--- src/hdl/cpu_isa_pkg.sv ---
// TLCS-900H instruction set definitions
package cpu_isa_pkg;

    // ALU operation codes
    typedef enum logic [5:0] {
        ALU_NOP,
        ALU_MOVE,
        ALU_ADD,
        ALU_ADC,
        ALU_SUB,
        ALU_SBC,
        ALU_AND,
        ALU_OR,
        ALU_CP,
        ALU_CPL,
        ALU_CCF,
        ALU_CHG,
        ALU_BIT,
        ALU_BS1F,
        ALU_BS1B,
        ALU_EXTS,
        ALU_EXTZ,
        ALU_MDEC1,
        ALU_MDEC2,
        ALU_MDEC4
    } alu_op_t;

    typedef logic [7:0] reg_code_t;   // full register code

    // opcode byte split for decoding, grp and zz together form the high nibble
    typedef struct packed {
        logic [23:0] upper;   // bytes 3..1
        logic [1:0]  grp;
        logic [1:0]  zz;      // operand size
        logic        sel;
        logic [2:0]  rrr;     // short register field
    } op_fields_t;

    // little-endian fetch window, byte 0 is the opcode
    typedef union packed {
        logic [3:0][7:0] bytes;
        op_fields_t      fields;
    } op_word_u;

    // high nibbles of the current bank register codes
    localparam logic [3:0] REG_BASE_E = 4'he;
    localparam logic [3:0] REG_BASE_F = 4'hf;

endpackage

--- src/hdl/ctrl_phase_pkg.sv ---
// Sequencer control codes
package ctrl_phase_pkg;

    typedef enum logic [2:0] {
        FETCH    = 3'd0,
        EXEC     = 3'd1,
        FILL_IMM = 3'd2,
        DUMMY    = 3'd3
    } phase_t;

    typedef logic [1:0] size_t;
    localparam size_t SZ_BYTE = 2'd0;
    localparam size_t SZ_WORD = 2'd1;
    localparam size_t SZ_LONG = 2'd2;
    localparam size_t SZ_JP24 = 2'd3;   // 24-bit jump target

    typedef logic [2:0] we_mask_t;      // one-hot byte/word/long

    typedef enum logic [1:0] {
        IMM_HOLD,
        IMM_LOAD_BYTE1,
        IMM_LOAD_NIBBLE,
        IMM_LOAD_RRR
    } imm_act_t;

    typedef enum logic [1:0] {DST_HOLD, DST_SHORT, DST_BYTE1} dst_sel_t;
    typedef enum logic [1:0] {SRC_HOLD, SRC_NEW_DST, SRC_OLD_DST} src_sel_t;

endpackage

--- src/hdl/ctrl_fsm.sv ---
// Sequencer phase control
`timescale 1ns/1ps

module ctrl_fsm import cpu_isa_pkg::*, ctrl_phase_pkg::*; (
    input  logic       clk,
    input  logic       rst,
    input  logic       cen,
    input  logic       op_ok,
    input  logic [1:0] dec_fetched,
    input  phase_t     dec_phase,
    input  size_t      dec_size,
    input  logic       dec_size_we,
    input  we_mask_t   dec_we,
    input  we_mask_t   dec_keep_we,
    input  logic       dec_keep_pc,
    input  logic       dec_flag_we,
    input  logic       dec_rfp_we,
    input  logic       dec_inc_rfp,
    input  logic       dec_dec_rfp,
    input  logic       dec_nodummy,
    input  alu_op_t    dec_alu_op,
    input  logic       dec_alu_smux,
    input  logic       dec_alu_wait,
    output phase_t     phase,
    output size_t      op_zz,
    output logic       ram_wait,
    output logic       fill,
    output logic [1:0] fetched,
    output logic       pc_we,
    output we_mask_t   regs_we,
    output logic       flag_we,
    output logic       rfp_we,
    output logic       inc_rfp,
    output logic       dec_rfp,
    output alu_op_t    alu_op,
    output logic       alu_smux,
    output logic       alu_wait
);

    logic     stall;      // refill cycle after a consuming cycle
    logic     advance;
    logic     replay;     // phases that issue the held write
    we_mask_t keep_we;
    logic     keep_pc;
    logic     nodummy;

    // no usable bytes this cycle
    assign ram_wait = stall | ~op_ok;
    assign advance  = ~ram_wait;
    assign replay   = (phase == FILL_IMM) || (phase == DUMMY);
    assign fill     = advance && (phase == FILL_IMM);

    // a dummy after a short immediate op reuses no byte
    assign fetched = (phase == DUMMY && nodummy) ? 2'd0 : dec_fetched;

    always_ff @(posedge clk or posedge rst) begin
        if (rst) begin
            phase    <= FETCH;
            op_zz    <= SZ_BYTE;
            stall    <= 1'b0;
            keep_we  <= '0;
            keep_pc  <= 1'b0;
            nodummy  <= 1'b0;
            regs_we  <= '0;
            pc_we    <= 1'b0;
            flag_we  <= 1'b0;
            rfp_we   <= 1'b0;
            inc_rfp  <= 1'b0;
            dec_rfp  <= 1'b0;
            alu_op   <= ALU_NOP;
            alu_smux <= 1'b0;
            alu_wait <= 1'b0;
        end else if (cen) begin
            stall   <= fetched != 2'd0;
            regs_we <= '0;       // strobes last one cycle
            pc_we   <= 1'b0;
            flag_we <= 1'b0;
            rfp_we  <= 1'b0;
            inc_rfp <= 1'b0;
            dec_rfp <= 1'b0;
            if (advance) begin
                phase    <= dec_phase;
                nodummy  <= dec_nodummy;
                alu_wait <= dec_alu_wait;
                flag_we  <= dec_flag_we;
                rfp_we   <= dec_rfp_we;
                inc_rfp  <= dec_inc_rfp;
                dec_rfp  <= dec_dec_rfp;
                if (dec_size_we) begin
                    op_zz <= dec_size;
                end
                if (replay) begin
                    regs_we <= keep_we;  // alu op stays from the first byte
                    pc_we   <= keep_pc;
                end else begin
                    regs_we  <= dec_we;
                    keep_we  <= dec_keep_we;
                    keep_pc  <= dec_keep_pc;
                    alu_op   <= dec_alu_op;
                    alu_smux <= dec_alu_smux;
                end
            end
        end
    end

endmodule

--- src/hdl/op_decoder.sv ---
// Opcode decoder
`timescale 1ns/1ps

module op_decoder import cpu_isa_pkg::*, ctrl_phase_pkg::*; (
    input  op_word_u   op,
    input  phase_t     phase,
    input  size_t      op_zz,
    input  logic       ram_wait,
    output logic [1:0] dec_fetched,
    output phase_t     dec_phase,
    output size_t      dec_size,
    output logic       dec_size_we,
    output we_mask_t   dec_we,
    output we_mask_t   dec_keep_we,
    output logic       dec_keep_pc,
    output logic       dec_flag_we,
    output logic       dec_rfp_we,
    output logic       dec_inc_rfp,
    output logic       dec_dec_rfp,
    output logic       dec_nodummy,
    output alu_op_t    dec_alu_op,
    output logic       dec_alu_smux,
    output logic       dec_alu_wait,
    output dst_sel_t   dst_sel,
    output src_sel_t   src_sel,
    output logic [2:0] short_reg,
    output imm_act_t   imm_act
);

    function automatic we_mask_t size_mask(input size_t zz);
        return (zz == SZ_BYTE) ? 3'b001 : (zz == SZ_WORD) ? 3'b010 : 3'b100;
    endfunction

    logic [7:0] opc;
    logic [3:0] op_hi;
    size_t      ld_size;

    assign opc     = {op.fields.grp, op.fields.zz, op.fields.sel, op.fields.rrr};
    assign op_hi   = {op.fields.grp, op.fields.zz};
    assign ld_size = (op_hi == 4'h2) ? SZ_BYTE : (op_hi == 4'h3) ? SZ_WORD : SZ_LONG;

    always_comb begin
        dec_fetched  = 2'd0;
        dec_phase    = phase;
        dec_size     = op_zz;
        dec_size_we  = 1'b0;
        dec_we       = '0;
        dec_keep_we  = '0;
        dec_keep_pc  = 1'b0;
        dec_flag_we  = 1'b0;
        dec_rfp_we   = 1'b0;
        dec_inc_rfp  = 1'b0;
        dec_dec_rfp  = 1'b0;
        dec_nodummy  = 1'b0;
        dec_alu_op   = ALU_NOP;
        dec_alu_smux = 1'b0;
        dec_alu_wait = 1'b0;
        dst_sel      = DST_HOLD;
        src_sel      = SRC_HOLD;
        short_reg    = op.fields.rrr;
        imm_act      = IMM_HOLD;
        if (!ram_wait) begin
            case (phase)
                FETCH: begin
                    casez (opc)
                        8'b0000_0000: dec_fetched = 2'd1;  // NOP
                        8'b11??_1???, 8'b11??_0111: begin  // register prefix
                            dec_size    = op.fields.zz;
                            dec_size_we = 1'b1;
                            dst_sel     = op.fields.sel ? DST_SHORT : DST_BYTE1;
                            src_sel     = SRC_NEW_DST;
                            dec_fetched = op.fields.sel ? 2'd1 : 2'd2;
                            dec_phase   = EXEC;
                        end
                        8'b0001_0010: begin                // CCF
                            dec_flag_we = 1'b1;
                            dec_alu_op  = ALU_CCF;
                            dec_fetched = 2'd1;
                        end
                        8'b0001_0111: begin                // LDF #n
                            dec_rfp_we  = 1'b1;
                            imm_act     = IMM_LOAD_BYTE1;
                            dec_fetched = 2'd2;
                        end
                        8'b0010_0???, 8'b0011_0???, 8'b0100_0???: begin  // LD R,#
                            dec_size     = ld_size;
                            dec_size_we  = 1'b1;
                            dst_sel      = DST_SHORT;
                            imm_act      = IMM_LOAD_BYTE1;
                            dec_alu_op   = ALU_MOVE;
                            dec_alu_smux = 1'b1;
                            dec_fetched  = 2'd2;
                            if (ld_size == SZ_BYTE) begin
                                dec_we = size_mask(ld_size);
                            end else begin
                                dec_keep_we  = size_mask(ld_size);
                                dec_alu_wait = 1'b1;
                                dec_phase    = FILL_IMM;
                            end
                        end
                        8'b0001_101?: begin                // JP 16/24-bit
                            dec_size    = opc[0] ? SZ_JP24 : SZ_WORD;
                            dec_size_we = 1'b1;
                            imm_act     = IMM_LOAD_BYTE1;
                            dec_keep_pc = 1'b1;
                            dec_fetched = 2'd2;
                            dec_phase   = FILL_IMM;
                        end
                        8'b0000_1100: begin                // INCF
                            dec_inc_rfp = 1'b1;
                            dec_fetched = 2'd1;
                        end
                        8'b0000_1101: begin                // DECF
                            dec_dec_rfp = 1'b1;
                            dec_fetched = 2'd1;
                        end
                        default: ;                         // unknown, wait here
                    endcase
                end
                EXEC: begin
                    dec_phase = FETCH;
                    casez (opc)
                        8'b1000_1???: begin                // LD R,r
                            dst_sel     = DST_SHORT;
                            src_sel     = SRC_OLD_DST;
                            dec_alu_op  = ALU_MOVE;
                            dec_we      = size_mask(op_zz);
                            dec_fetched = 2'd1;
                        end
                        8'b1010_1???: begin                // LD r,#3
                            imm_act      = IMM_LOAD_RRR;
                            dec_alu_op   = ALU_MOVE;
                            dec_alu_smux = 1'b1;
                            dec_we       = size_mask(op_zz);
                            dec_fetched  = 2'd1;
                        end
                        8'b0000_0110, 8'b0001_001?: begin  // CPL, EXTS/EXTZ
                            dec_alu_op  = (opc == 8'h06) ? ALU_CPL :
                                          opc[0] ? ALU_EXTS : ALU_EXTZ;
                            dec_we      = size_mask(op_zz);
                            dec_fetched = 2'd1;
                        end
                        8'b0000_111?: begin                // BS1F/BS1B into A
                            dec_alu_op  = opc[0] ? ALU_BS1B : ALU_BS1F;
                            dst_sel     = DST_SHORT;
                            short_reg   = 3'd0;
                            dec_we      = size_mask(op_zz);
                            dec_fetched = 2'd1;
                        end
                        8'b0011_001?: begin                // CHG #4 / BIT #4
                            imm_act      = IMM_LOAD_NIBBLE;
                            dec_alu_op   = opc[0] ? ALU_BIT : ALU_CHG;
                            dec_alu_smux = 1'b1;
                            dec_flag_we  = opc[0];
                            dec_we       = opc[0] ? 3'b000 : size_mask(op_zz);
                            dec_fetched  = 2'd2;
                        end
                        8'b0000_0011, 8'b0011_1100, 8'b0011_1101, 8'b0011_1110: begin
                            dec_alu_op   = (opc == 8'h03) ? ALU_MOVE  :
                                           (opc == 8'h3c) ? ALU_MDEC1 :
                                           (opc == 8'h3d) ? ALU_MDEC2 : ALU_MDEC4;
                            imm_act      = IMM_LOAD_BYTE1;
                            dec_alu_smux = 1'b1;
                            dec_fetched  = 2'd2;
                            if (op_zz == SZ_BYTE) begin
                                dec_we = size_mask(op_zz);
                            end else begin
                                dec_keep_we  = size_mask(op_zz);
                                dec_alu_wait = 1'b1;
                                dec_phase    = FILL_IMM;
                            end
                        end
                        8'b100?_0???, 8'b1010_0???, 8'b1100_0???,
                        8'b1110_0???, 8'b1111_0???: begin  // ALU R,r
                            dec_alu_op  = (opc[7:3] == 5'b1000_0) ? ALU_ADD :
                                          (opc[7:3] == 5'b1001_0) ? ALU_ADC :
                                          (opc[7:3] == 5'b1010_0) ? ALU_SUB :
                                          (opc[7:3] == 5'b1100_0) ? ALU_AND :
                                          (opc[7:3] == 5'b1110_0) ? ALU_OR  : ALU_CP;
                            dst_sel     = DST_SHORT;
                            src_sel     = SRC_OLD_DST;
                            dec_flag_we = opc[7:3] == 5'b1111_0;
                            dec_keep_we = dec_flag_we ? 3'b000 : size_mask(op_zz);
                            dec_phase   = DUMMY;   // byte is taken in DUMMY
                        end
                        8'b1100_10??, 8'b1100_1100, 8'b1100_1110, 8'b1100_1111: begin
                            dec_alu_op   = (opc == 8'hc8) ? ALU_ADD :
                                           (opc == 8'hc9) ? ALU_ADC :
                                           (opc == 8'hca) ? ALU_SUB :
                                           (opc == 8'hcb) ? ALU_SBC :
                                           (opc == 8'hcc) ? ALU_AND :
                                           (opc == 8'hce) ? ALU_OR  : ALU_CP;
                            imm_act      = IMM_LOAD_BYTE1;
                            dec_alu_smux = 1'b1;
                            dec_flag_we  = opc == 8'hcf;  // CP only sets flags
                            dec_fetched  = 2'd2;
                            if (op_zz == SZ_BYTE) begin
                                dec_we      = dec_flag_we ? 3'b000 : size_mask(op_zz);
                                dec_nodummy = 1'b1;
                                dec_phase   = DUMMY;
                            end else begin
                                dec_keep_we  = dec_flag_we ? 3'b000 : size_mask(op_zz);
                                dec_alu_wait = 1'b1;
                                dec_phase    = FILL_IMM;
                            end
                        end
                        default: ;
                    endcase
                end
                FILL_IMM: begin
                    dec_phase   = FETCH;
                    dec_fetched = (op_zz == SZ_LONG) ? 2'd3 :
                                  (op_zz == SZ_JP24) ? 2'd2 : 2'd1;
                end
                DUMMY: begin
                    dec_phase   = FETCH;
                    dec_fetched = 2'd1;
                end
                default: dec_phase = FETCH;
            endcase
        end
    end

endmodule

--- src/hdl/imm_builder.sv ---
// ALU immediate register
`timescale 1ns/1ps

module imm_builder import cpu_isa_pkg::*, ctrl_phase_pkg::*; (
    input  logic        clk,
    input  logic        rst,
    input  logic        cen,
    input  op_word_u    op,
    input  imm_act_t    imm_act,
    input  logic        fill,
    input  size_t       op_zz,
    output logic [31:0] alu_imm
);

    always_ff @(posedge clk or posedge rst) begin
        if (rst) begin
            alu_imm <= '0;
        end else if (cen) begin
            case (imm_act)
                IMM_LOAD_BYTE1:  alu_imm <= {24'd0, op.bytes[1]};
                IMM_LOAD_NIBBLE: alu_imm <= {28'd0, op.bytes[1][3:0]};  // bit number
                IMM_LOAD_RRR:    alu_imm <= {29'd0, op.bytes[0][2:0]};
                default: ;
            endcase
            // fill bytes sit at the start of the window
            if (fill) begin
                case (op_zz)
                    SZ_WORD: begin
                        alu_imm[31:16] <= '0;
                        alu_imm[15:8]  <= op.bytes[0];
                    end
                    SZ_LONG: alu_imm[31:8] <= {op.bytes[2], op.bytes[1], op.bytes[0]};
                    SZ_JP24: alu_imm[23:8] <= {op.bytes[1], op.bytes[0]};
                    default: ;
                endcase
            end
        end
    end

endmodule

--- src/hdl/reg_select.sv ---
// Register code selection
`timescale 1ns/1ps

module reg_select import cpu_isa_pkg::*, ctrl_phase_pkg::*; (
    input  logic       clk,
    input  logic       rst,
    input  logic       cen,
    input  op_word_u   op,
    input  dst_sel_t   dst_sel,
    input  src_sel_t   src_sel,
    input  logic [2:0] short_reg,
    input  size_t      op_zz,
    output reg_code_t  regs_dst,
    output reg_code_t  regs_src
);

    // byte fields pick a lane of the word register, others a whole register
    function automatic reg_code_t expand_reg(input logic [2:0] r, input size_t zz);
        if (zz == SZ_BYTE) begin
            return {REG_BASE_E, r[2:1], 1'b0, ~r[0]};
        end
        return r[2] ? {REG_BASE_F, r[1:0], 2'b00} : {REG_BASE_E, r[1:0], 2'b00};
    endfunction

    reg_code_t nx_dst;

    always_comb begin
        case (dst_sel)
            DST_SHORT: nx_dst = expand_reg(short_reg, op_zz);
            DST_BYTE1: nx_dst = op.bytes[1];   // extended prefix code
            default:   nx_dst = regs_dst;
        endcase
    end

    always_ff @(posedge clk or posedge rst) begin
        if (rst) begin
            regs_dst <= '0;
            regs_src <= '0;
        end else if (cen) begin
            regs_dst <= nx_dst;
            case (src_sel)
                SRC_NEW_DST: regs_src <= nx_dst;
                SRC_OLD_DST: regs_src <= regs_dst;   // prefix register becomes source
                default: ;
            endcase
        end
    end

endmodule

--- src/hdl/cpu_ctrl_top.sv ---
// CPU instruction sequencer
`timescale 1ns/1ps

module cpu_ctrl_top import cpu_isa_pkg::*, ctrl_phase_pkg::*; (
    input  logic        clk,
    input  logic        rst,
    input  logic        cen,
    input  logic [31:0] op,
    input  logic        op_ok,
    output logic [1:0]  fetched,
    output logic        pc_we,
    output logic        inc_rfp,
    output logic        dec_rfp,
    output logic        rfp_we,
    output logic [31:0] alu_imm,
    output alu_op_t     alu_op,
    output logic        alu_smux,
    output logic        alu_wait,
    output logic        flag_we,
    output we_mask_t    regs_we,
    output reg_code_t   regs_dst,
    output reg_code_t   regs_src
);

    phase_t     phase;
    size_t      op_zz;
    logic       ram_wait;
    logic       fill;
    logic [1:0] dec_fetched;
    phase_t     dec_phase;
    size_t      dec_size;
    logic       dec_size_we;
    we_mask_t   dec_we;
    we_mask_t   dec_keep_we;
    logic       dec_keep_pc;
    logic       dec_flag_we;
    logic       dec_rfp_we;
    logic       dec_inc_rfp;
    logic       dec_dec_rfp;
    logic       dec_nodummy;
    alu_op_t    dec_alu_op;
    logic       dec_alu_smux;
    logic       dec_alu_wait;
    dst_sel_t   dst_sel;
    src_sel_t   src_sel;
    logic [2:0] short_reg;
    imm_act_t   imm_act;

    ctrl_fsm u_fsm (.*);

    op_decoder u_dec (.*);

    imm_builder u_imm (.*);

    // expansion uses the size that is current for this decode
    reg_select u_regs (.*, .op_zz(dec_size));

endmodule

--- config.mk ---
export PLATFORM = sky130hd
export DESIGN_NAME = cpu_ctrl_top
export DESIGN_NICKNAME = d
export VERILOG_FILES = /design/src/hdl/cpu_isa_pkg.sv /design/src/hdl/ctrl_phase_pkg.sv /design/src/hdl/ctrl_fsm.sv /design/src/hdl/op_decoder.sv /design/src/hdl/imm_builder.sv /design/src/hdl/reg_select.sv /design/src/hdl/cpu_ctrl_top.sv
export SDC_FILE = /design/constraint.sdc
export NUM_CORES = 1
export LEC_CHECK = 0
export BUFFER_PORTS_ARGS = -buffer_cell sky130_fd_sc_hd__clkbuf_2
export CAP_MARGIN = 20
export CORE_ASPECT_RATIO = 2
export CORE_MARGIN = 5
export CORE_UTILIZATION = 30
export CTS_CLUSTER_DIAMETER = 50
export CTS_CLUSTER_SIZE = 25
export DETAILED_ROUTE_END_ITERATION = 6
export PLACE_DENSITY = 0.53
export SKIP_CTS_REPAIR_TIMING = 1
export SYNTH_ARGS = -nofsm -noshare
export SYNTH_HDL_FRONTEND = slang
export SYNTH_SLANG_ARGS = --single-unit
--- constraint.sdc ---
create_clock -name clk -period 6.5 [get_ports clk]
set_input_delay 0.325 -clock clk [delete_from_list [all_inputs] [get_ports clk]]
set_output_delay 0.325 -clock clk [all_outputs]
set_load 0.01 [all_outputs]
Word level (Yosys, flattened, before mapping) --
Cells that the tools add are included. W data, S select, Z words.
Cells by class: add/subtract/negate cells 0, multiply operators 0, divide/modulo/power cells 0, magnitude comparators 0, eq/ne operators 53, shift-type cells 0, multiplexer cells 119, bitwise operators 5, reductions and logical operators 34
Operators by type and width (count):
- $pmux W32 S3 | 1
- $mux W6 | 12
- $mux W3 | 19
- $eq A8 B8 Y1 const B | 7
- $pmux W8 S2 | 3
- $pmux W6 S7 | 1
- $eq A5 B5 Y1 const B | 8
- $mux W1 | 37
- $mux W2 | 16
- $pmux W16 S2 | 1
- $pmux W3 S3 | 3
- $eq A8 B6 Y1 const B | 3
- $mux W24 | 1
- $pmux W2 S2 | 5
- $pmux W2 S3 | 3
- $pmux W3 S2 | 3
- $eq A8 B4 Y1 const B | 2
- $eq A8 B5 Y1 const B | 2
- $mux W8 | 2
- $reduce_or A5 Y1 | 3
- $eq A7 B4 Y1 const B | 2
- $eq A2 B2 Y1 const B | 6
- $eq A6 B6 Y1 const B | 2
- $pmux W3 S4 | 1
- other kinds (41) | 68
Storage, ports and cells: register bits after elaboration 75, latch bits 0, RAM bits 0, ROM bits 0, input port bits 36, word-level logic and storage cells 230, memories kept 0

Depth between registers and ports, before layout --
depth after elaboration 12, depth in mapped cells 15

Hierarchy --
Synthesis repeated with hierarchy kept, for this count alone.
Unflattened totals: cells, all modules 494, area, all modules 4715.8 µm²
Modules (own cells, without submodules):
- imm_builder | instances 1, cells an instance 104, area an instance 1387.6 µm², seq. area each 800.8 µm²
- op_decoder | instances 1, cells an instance 206, area an instance 1216.2 µm², seq. area each 0.0 µm²
- ctrl_fsm | instances 1, cells an instance 86, area an instance 1193.6 µm², seq. area each 675.6 µm²
- reg_select | instances 1, cells an instance 98, area an instance 918.4 µm², seq. area each 400.4 µm²

Least setup slack after synthesis --
Ideal clock, no wire load.
path kind input port to flip-flop, start input op[5], end register u_regs.regs_src[3], arrival 3047 ps, data required time 6374 ps, path slack 3327 ps, stages 15, cell sequence buf_2 -> clkbuf_1 -> nor4bb_1 -> and2_1 -> a21oi_1 -> a221oi_1 -> o21ai_0 -> ha_1 -> clkbuf_1 -> nand2b_1 -> a41oi_1 -> and2_1 -> nor2_1 -> mux2i_1 -> a221o_1
Between the ends: word-level cells in the longest chain between the ends 12, elaborated cells on any way between the ends 45, those cells by class eq/ne (17); mux (22); reduce/logical (6)
Ends and longest elaborated chain:
- from (decl) | RTL line cpu_ctrl_top.sv:8 | input logic [31:0] op,
- $eq A4 B2 Y1 | RTL line op_decoder.sv:40 | assign ld_size = (op_hi == 4'h2) ? SZ_BYTE : (op_hi == 4'h3) ? SZ_WORD : SZ_LONG;
- $mux W2 (2 in series) | RTL line op_decoder.sv:40
- $pmux W2 S3 | RTL line op_decoder.sv:65 | casez (opc)
- $mux W2 | RTL line op_decoder.sv:63 | case (phase)
- $mux W2 | RTL line op_decoder.sv:62 | if (!ram_wait) begin
- $logic_not A2 Y1 | RTL line reg_select.sv:19 | if (zz == SZ_BYTE) begin
- $mux W1 | RTL line reg_select.sv:19
- $mux W1 | RTL line reg_select.sv:28 | case (dst_sel)
- $mux W8 | RTL line reg_select.sv:22 | return r[2] ? {REG_BASE_F, r[1:0], 2'b00} : {REG_BASE_E, r[1:0], 2'b00};
- $pmux W8 S2 | RTL line reg_select.sv:28
- $pmux W8 S2 | RTL line reg_select.sv:41 | case (src_sel)
- to (signal assigned) | RTL line reg_select.sv:42 | SRC_NEW_DST: regs_src <= nx_dst;
- to (signal assigned) | RTL line reg_select.sv:43 | SRC_OLD_DST: regs_src <= regs_dst;
- to (decl) | RTL line reg_select.sv:14 | output reg_code_t regs_src
Several ways; a longest one is shown, not always the timed one. The select of a mux whose other input is x is not followed. A chain may end at the register's enable or synchronous reset.

Worst setup path in the final report --
start input op[2], end register u_regs.regs_src[3]
Between the ends: word-level cells in the longest chain between the ends 11, elaborated cells on any way between the ends 32, those cells by class eq/ne (7); mux (20); reduce/logical (5)
Ends and longest elaborated chain (RTL line):
- $eq A6 B6 Y1 | op_decoder.sv:65
- $reduce_or A2 Y1 | op_decoder.sv:65
- $pmux W2 S3 | op_decoder.sv:65
- $mux W2 | op_decoder.sv:63
- $mux W2 | op_decoder.sv:62
- $logic_not A2 Y1 | reg_select.sv:19
- $mux W1 | reg_select.sv:19
- $mux W1 | reg_select.sv:28
- $mux W8 | reg_select.sv:22
- $pmux W8 S2 | reg_select.sv:28
- $pmux W8 S2 | reg_select.sv:41
Several ways; a longest one is shown, not always the timed one. The select of a mux whose other input is x is not followed.

==> results_dict.tcl <==
set metrics [dict create \
    run_status "finished clean" \
    wl_met1_um 6320 \
    final_net_count 611 \
    timing.setup.critical_path_class "input pin to flip-flop" \
    placement.setup.worst_slack_ns 2.70 \
    drv_slew 0 \
    min_path_type "input pin to flip-flop" \
    area_growth_pct 19.5 \
    htree_num_levels 3 \
    layout.core_utilization_pct 36.2 \
    synthTopCellsByCount "dfrtp_1, nand2_1, o21ai_0" \
    ys_types 77 \
    cts.reportedPaths.clkPinSlew_ns 0.06 \
    grt_pass1_wl_um 23100 \
    floorplan.initialDensity_pct 30.3 \
    clock_latency_ns 0.34 \
    synth_seq_cells 73 \
    die_area_sq_um 17500 \
    synth_nets 541 \
    vias 4186 \
    die_w_um 96.1 \
    number_of_inserted_filler_cells_in_the_final_layout 1572 \
    yosysWarnings 0 \
    pwr_density_cell_nw_per_um2 323 \
    cts_tree "done" \
    timing.slew.headroom_pct 37.6 \
    min-delay-start "op[20]" \
    layout-drive-gt1-share_pct 22.0 \
    overflow_after_grt 0 \
    detailroute.wirelength.met3_um 1010 \
    worst-endpoint-required_ns 6.72 \
    start_kind "input pin" \
    cts_inserted_buffers 9 \
    core_region_area_sq_um 14700 \
    via_count_of_the_first_global_routing_pass 4119 \
    cts_max_path_buffers 2 \
    buffer_ports.inserted 92 \
    synth_cells 497 \
    post-route-period-util_pct 53.3 \
    routed-wl-met2_um 7010 \
    grt_start_max_net_pins 74 \
    place_hpwl_um 10800 \
    timing.setup.tns_ns 0 \
    mappedNetlistArea_sq_um 4440 \
    timing.reg2reg.setup_slack_ns 3.29 \
    gp_routability_congestion 0.953 \
    synthArstFlopShare_pct 100 \
    cts_sinks 73 \
    layout.area.seq_sq_um 1830 \
    avgViaCountPerCell 5.46 \
    diodes 0 \
    postLayoutSetupSlackWorst_ns 3.03 \
    fmaxAchievable_mhz 289 \
    drt-initial-drc-count 213 \
    floorplan.io_pins 102 \
    power.total_uw 1710 \
    netlist.area_leader.share_pct 41.1 \
    die-height_um 182 \
    wl_per_cell_um 19.1 \
    worst_setup_path_startpoint "op[2]" \
    top_fanout_value_on_the_critical_path 25 \
    worst_path_arrival_time_ns 3.69 \
    commonest_register_cell_after_synthesis "dfrtp_1" \
    drt-pass1-iter-count 5 \
    top_signal_layer_used "met4" \
    vdd_drop_max_mv 0.153 \
    grt_antenna_before_repair 0 \
    multiInputGateArea_sq_um 2400 \
    worst_setup_path_end_kind "flip-flop" \
    setup_violations 0 \
    fin_worst_skew_ns 0.00728 \
    cell_rows 63 \
    worst_hold_slack_ns 0.206 \
    hold_viol 0 \
    syn_area_per_cell_sq_um 8.94 \
    synthMostInstantiatedCell "dfrtp_1" \
    rsz0062_at_grt "no" \
    timing.final.crit_period_ns 3.47 \
    drc 0 \
    clk_tree_root_cell "clkbuf_16" \
    synthTopCellsByArea "dfrtp_1, nand2_1, a22o_1, o21ai_0, a21oi_1" \
    routed_wirelength_um 14700 \
    synth_enable_flop_cells 0 \
    seq_area_frac_synth_pct 41.1 \
    timing.rr.start "u_fsm.phase[0]" \
    grt_util_all_layers_pct 17.3 \
    cellLeakagePower_uw 0.00239 \
    post-synth-top-area-cell "dfrtp_1" \
    postRouteAntennaNets 0 \
    number_of_max_capacitance_violations_reported 0 \
    worst_slew_pin_slew_ns 0.936 \
]
[registers in the layout (all words and copies together) (netlist names), 2 cells and up]
name             count
u_imm.alu_imm       32
u_regs.regs_dst      8
u_regs.regs_src      8
u_fsm.alu_op         5
u_fsm.keep_we        3
u_fsm.regs_we        3
u_fsm.op_zz          2
u_fsm.phase          2
[report_power, final]
group	internal, uW	leakage, uW	switching [uW]
logic	229	0.00127	308
clock network	308	0.000149	198
registers	574	0.000971	98.2
[metrics by stage]
stage | cells | instance area [sq um]
3_5_place_dp | 751 | 5010
5_1_grt | 767 | 5310
6_report | 767 | 5310
4_1_cts | 767 | 5310
2_1_floorplan | 497 | 4440
3_3_place_gp | 751 | 5010
[critical path: stages]
cell and delay [ns]:
clkbuf_2 0.42, nor4bb_1 0.55, and2_1 0.31, a21oi_1 0.10
a221oi_1 0.27, o21ai_0 0.21, ha_1 0.47, nand2b_1 0.20
a41oi_1 0.08, and2_1 0.24, nor2_1 0.10, mux2i_1 0.09
a221o_1 0.34
[cell type report]
class	count	area share, %
well taps	195	4.59
multi-input cells	373	45.3
flip-flops and latches	73	34.4
repair buffers	93	8.81
clock buffers	10	4.50
inverters	17	1.20
clock inverters	6	1.23
[cells in the final DEF (no fill, tap or decap), types with 5 or more instances in the layout]
cell type  count
clkbuf_2      92
dfrtp_1       73
nand2_1       59
o21ai_0       40
nor2_1        31
a21oi_1       26
a22o_1        25
inv_1         16
nand2b_1      14
mux2i_1       10
nor3_1         9
nand3_1        9
clkbuf_16      9
a31oi_1        8
ha_1           8
nor4_1         7
nor2b_1        7
and2_1         7
nor3b_1        6
and3_1         5
o22ai_1        5
a22oi_1        5
[cells by family after synthesis]
kind of cell,synth area share [%]
mux,3.01
buf+inv,4.81
xor+xnor,0.197
other cells,0.0844
compound gates,26.5
flops,41.1
simple gates,22.1
fa+ha+maj,2.25
[worst paths after layout]
kind	endpoint	cells after the start
max in group asynchronous	u_fsm.keep_pc	3
setup reg to reg	u_regs.regs_dst[3]	11
setup / recovery	u_regs.regs_src[3]	13
hold / removal	u_imm.alu_imm[28]	2
hold reg to reg	u_fsm.alu_op[2]	1
min in group asynchronous	u_imm.alu_imm[7]	3
[metal layers]
layer | GRT usage, % | vias to the layer above
li1 | - | 1986
met2 | 26.8 | 160
met4 | 5.99 | 0
met1 | 23.2 | 2020
met3 | 4.04 | 20
met5 | 0 | -
Note: power is estimated with default switching activity, not from simulation.
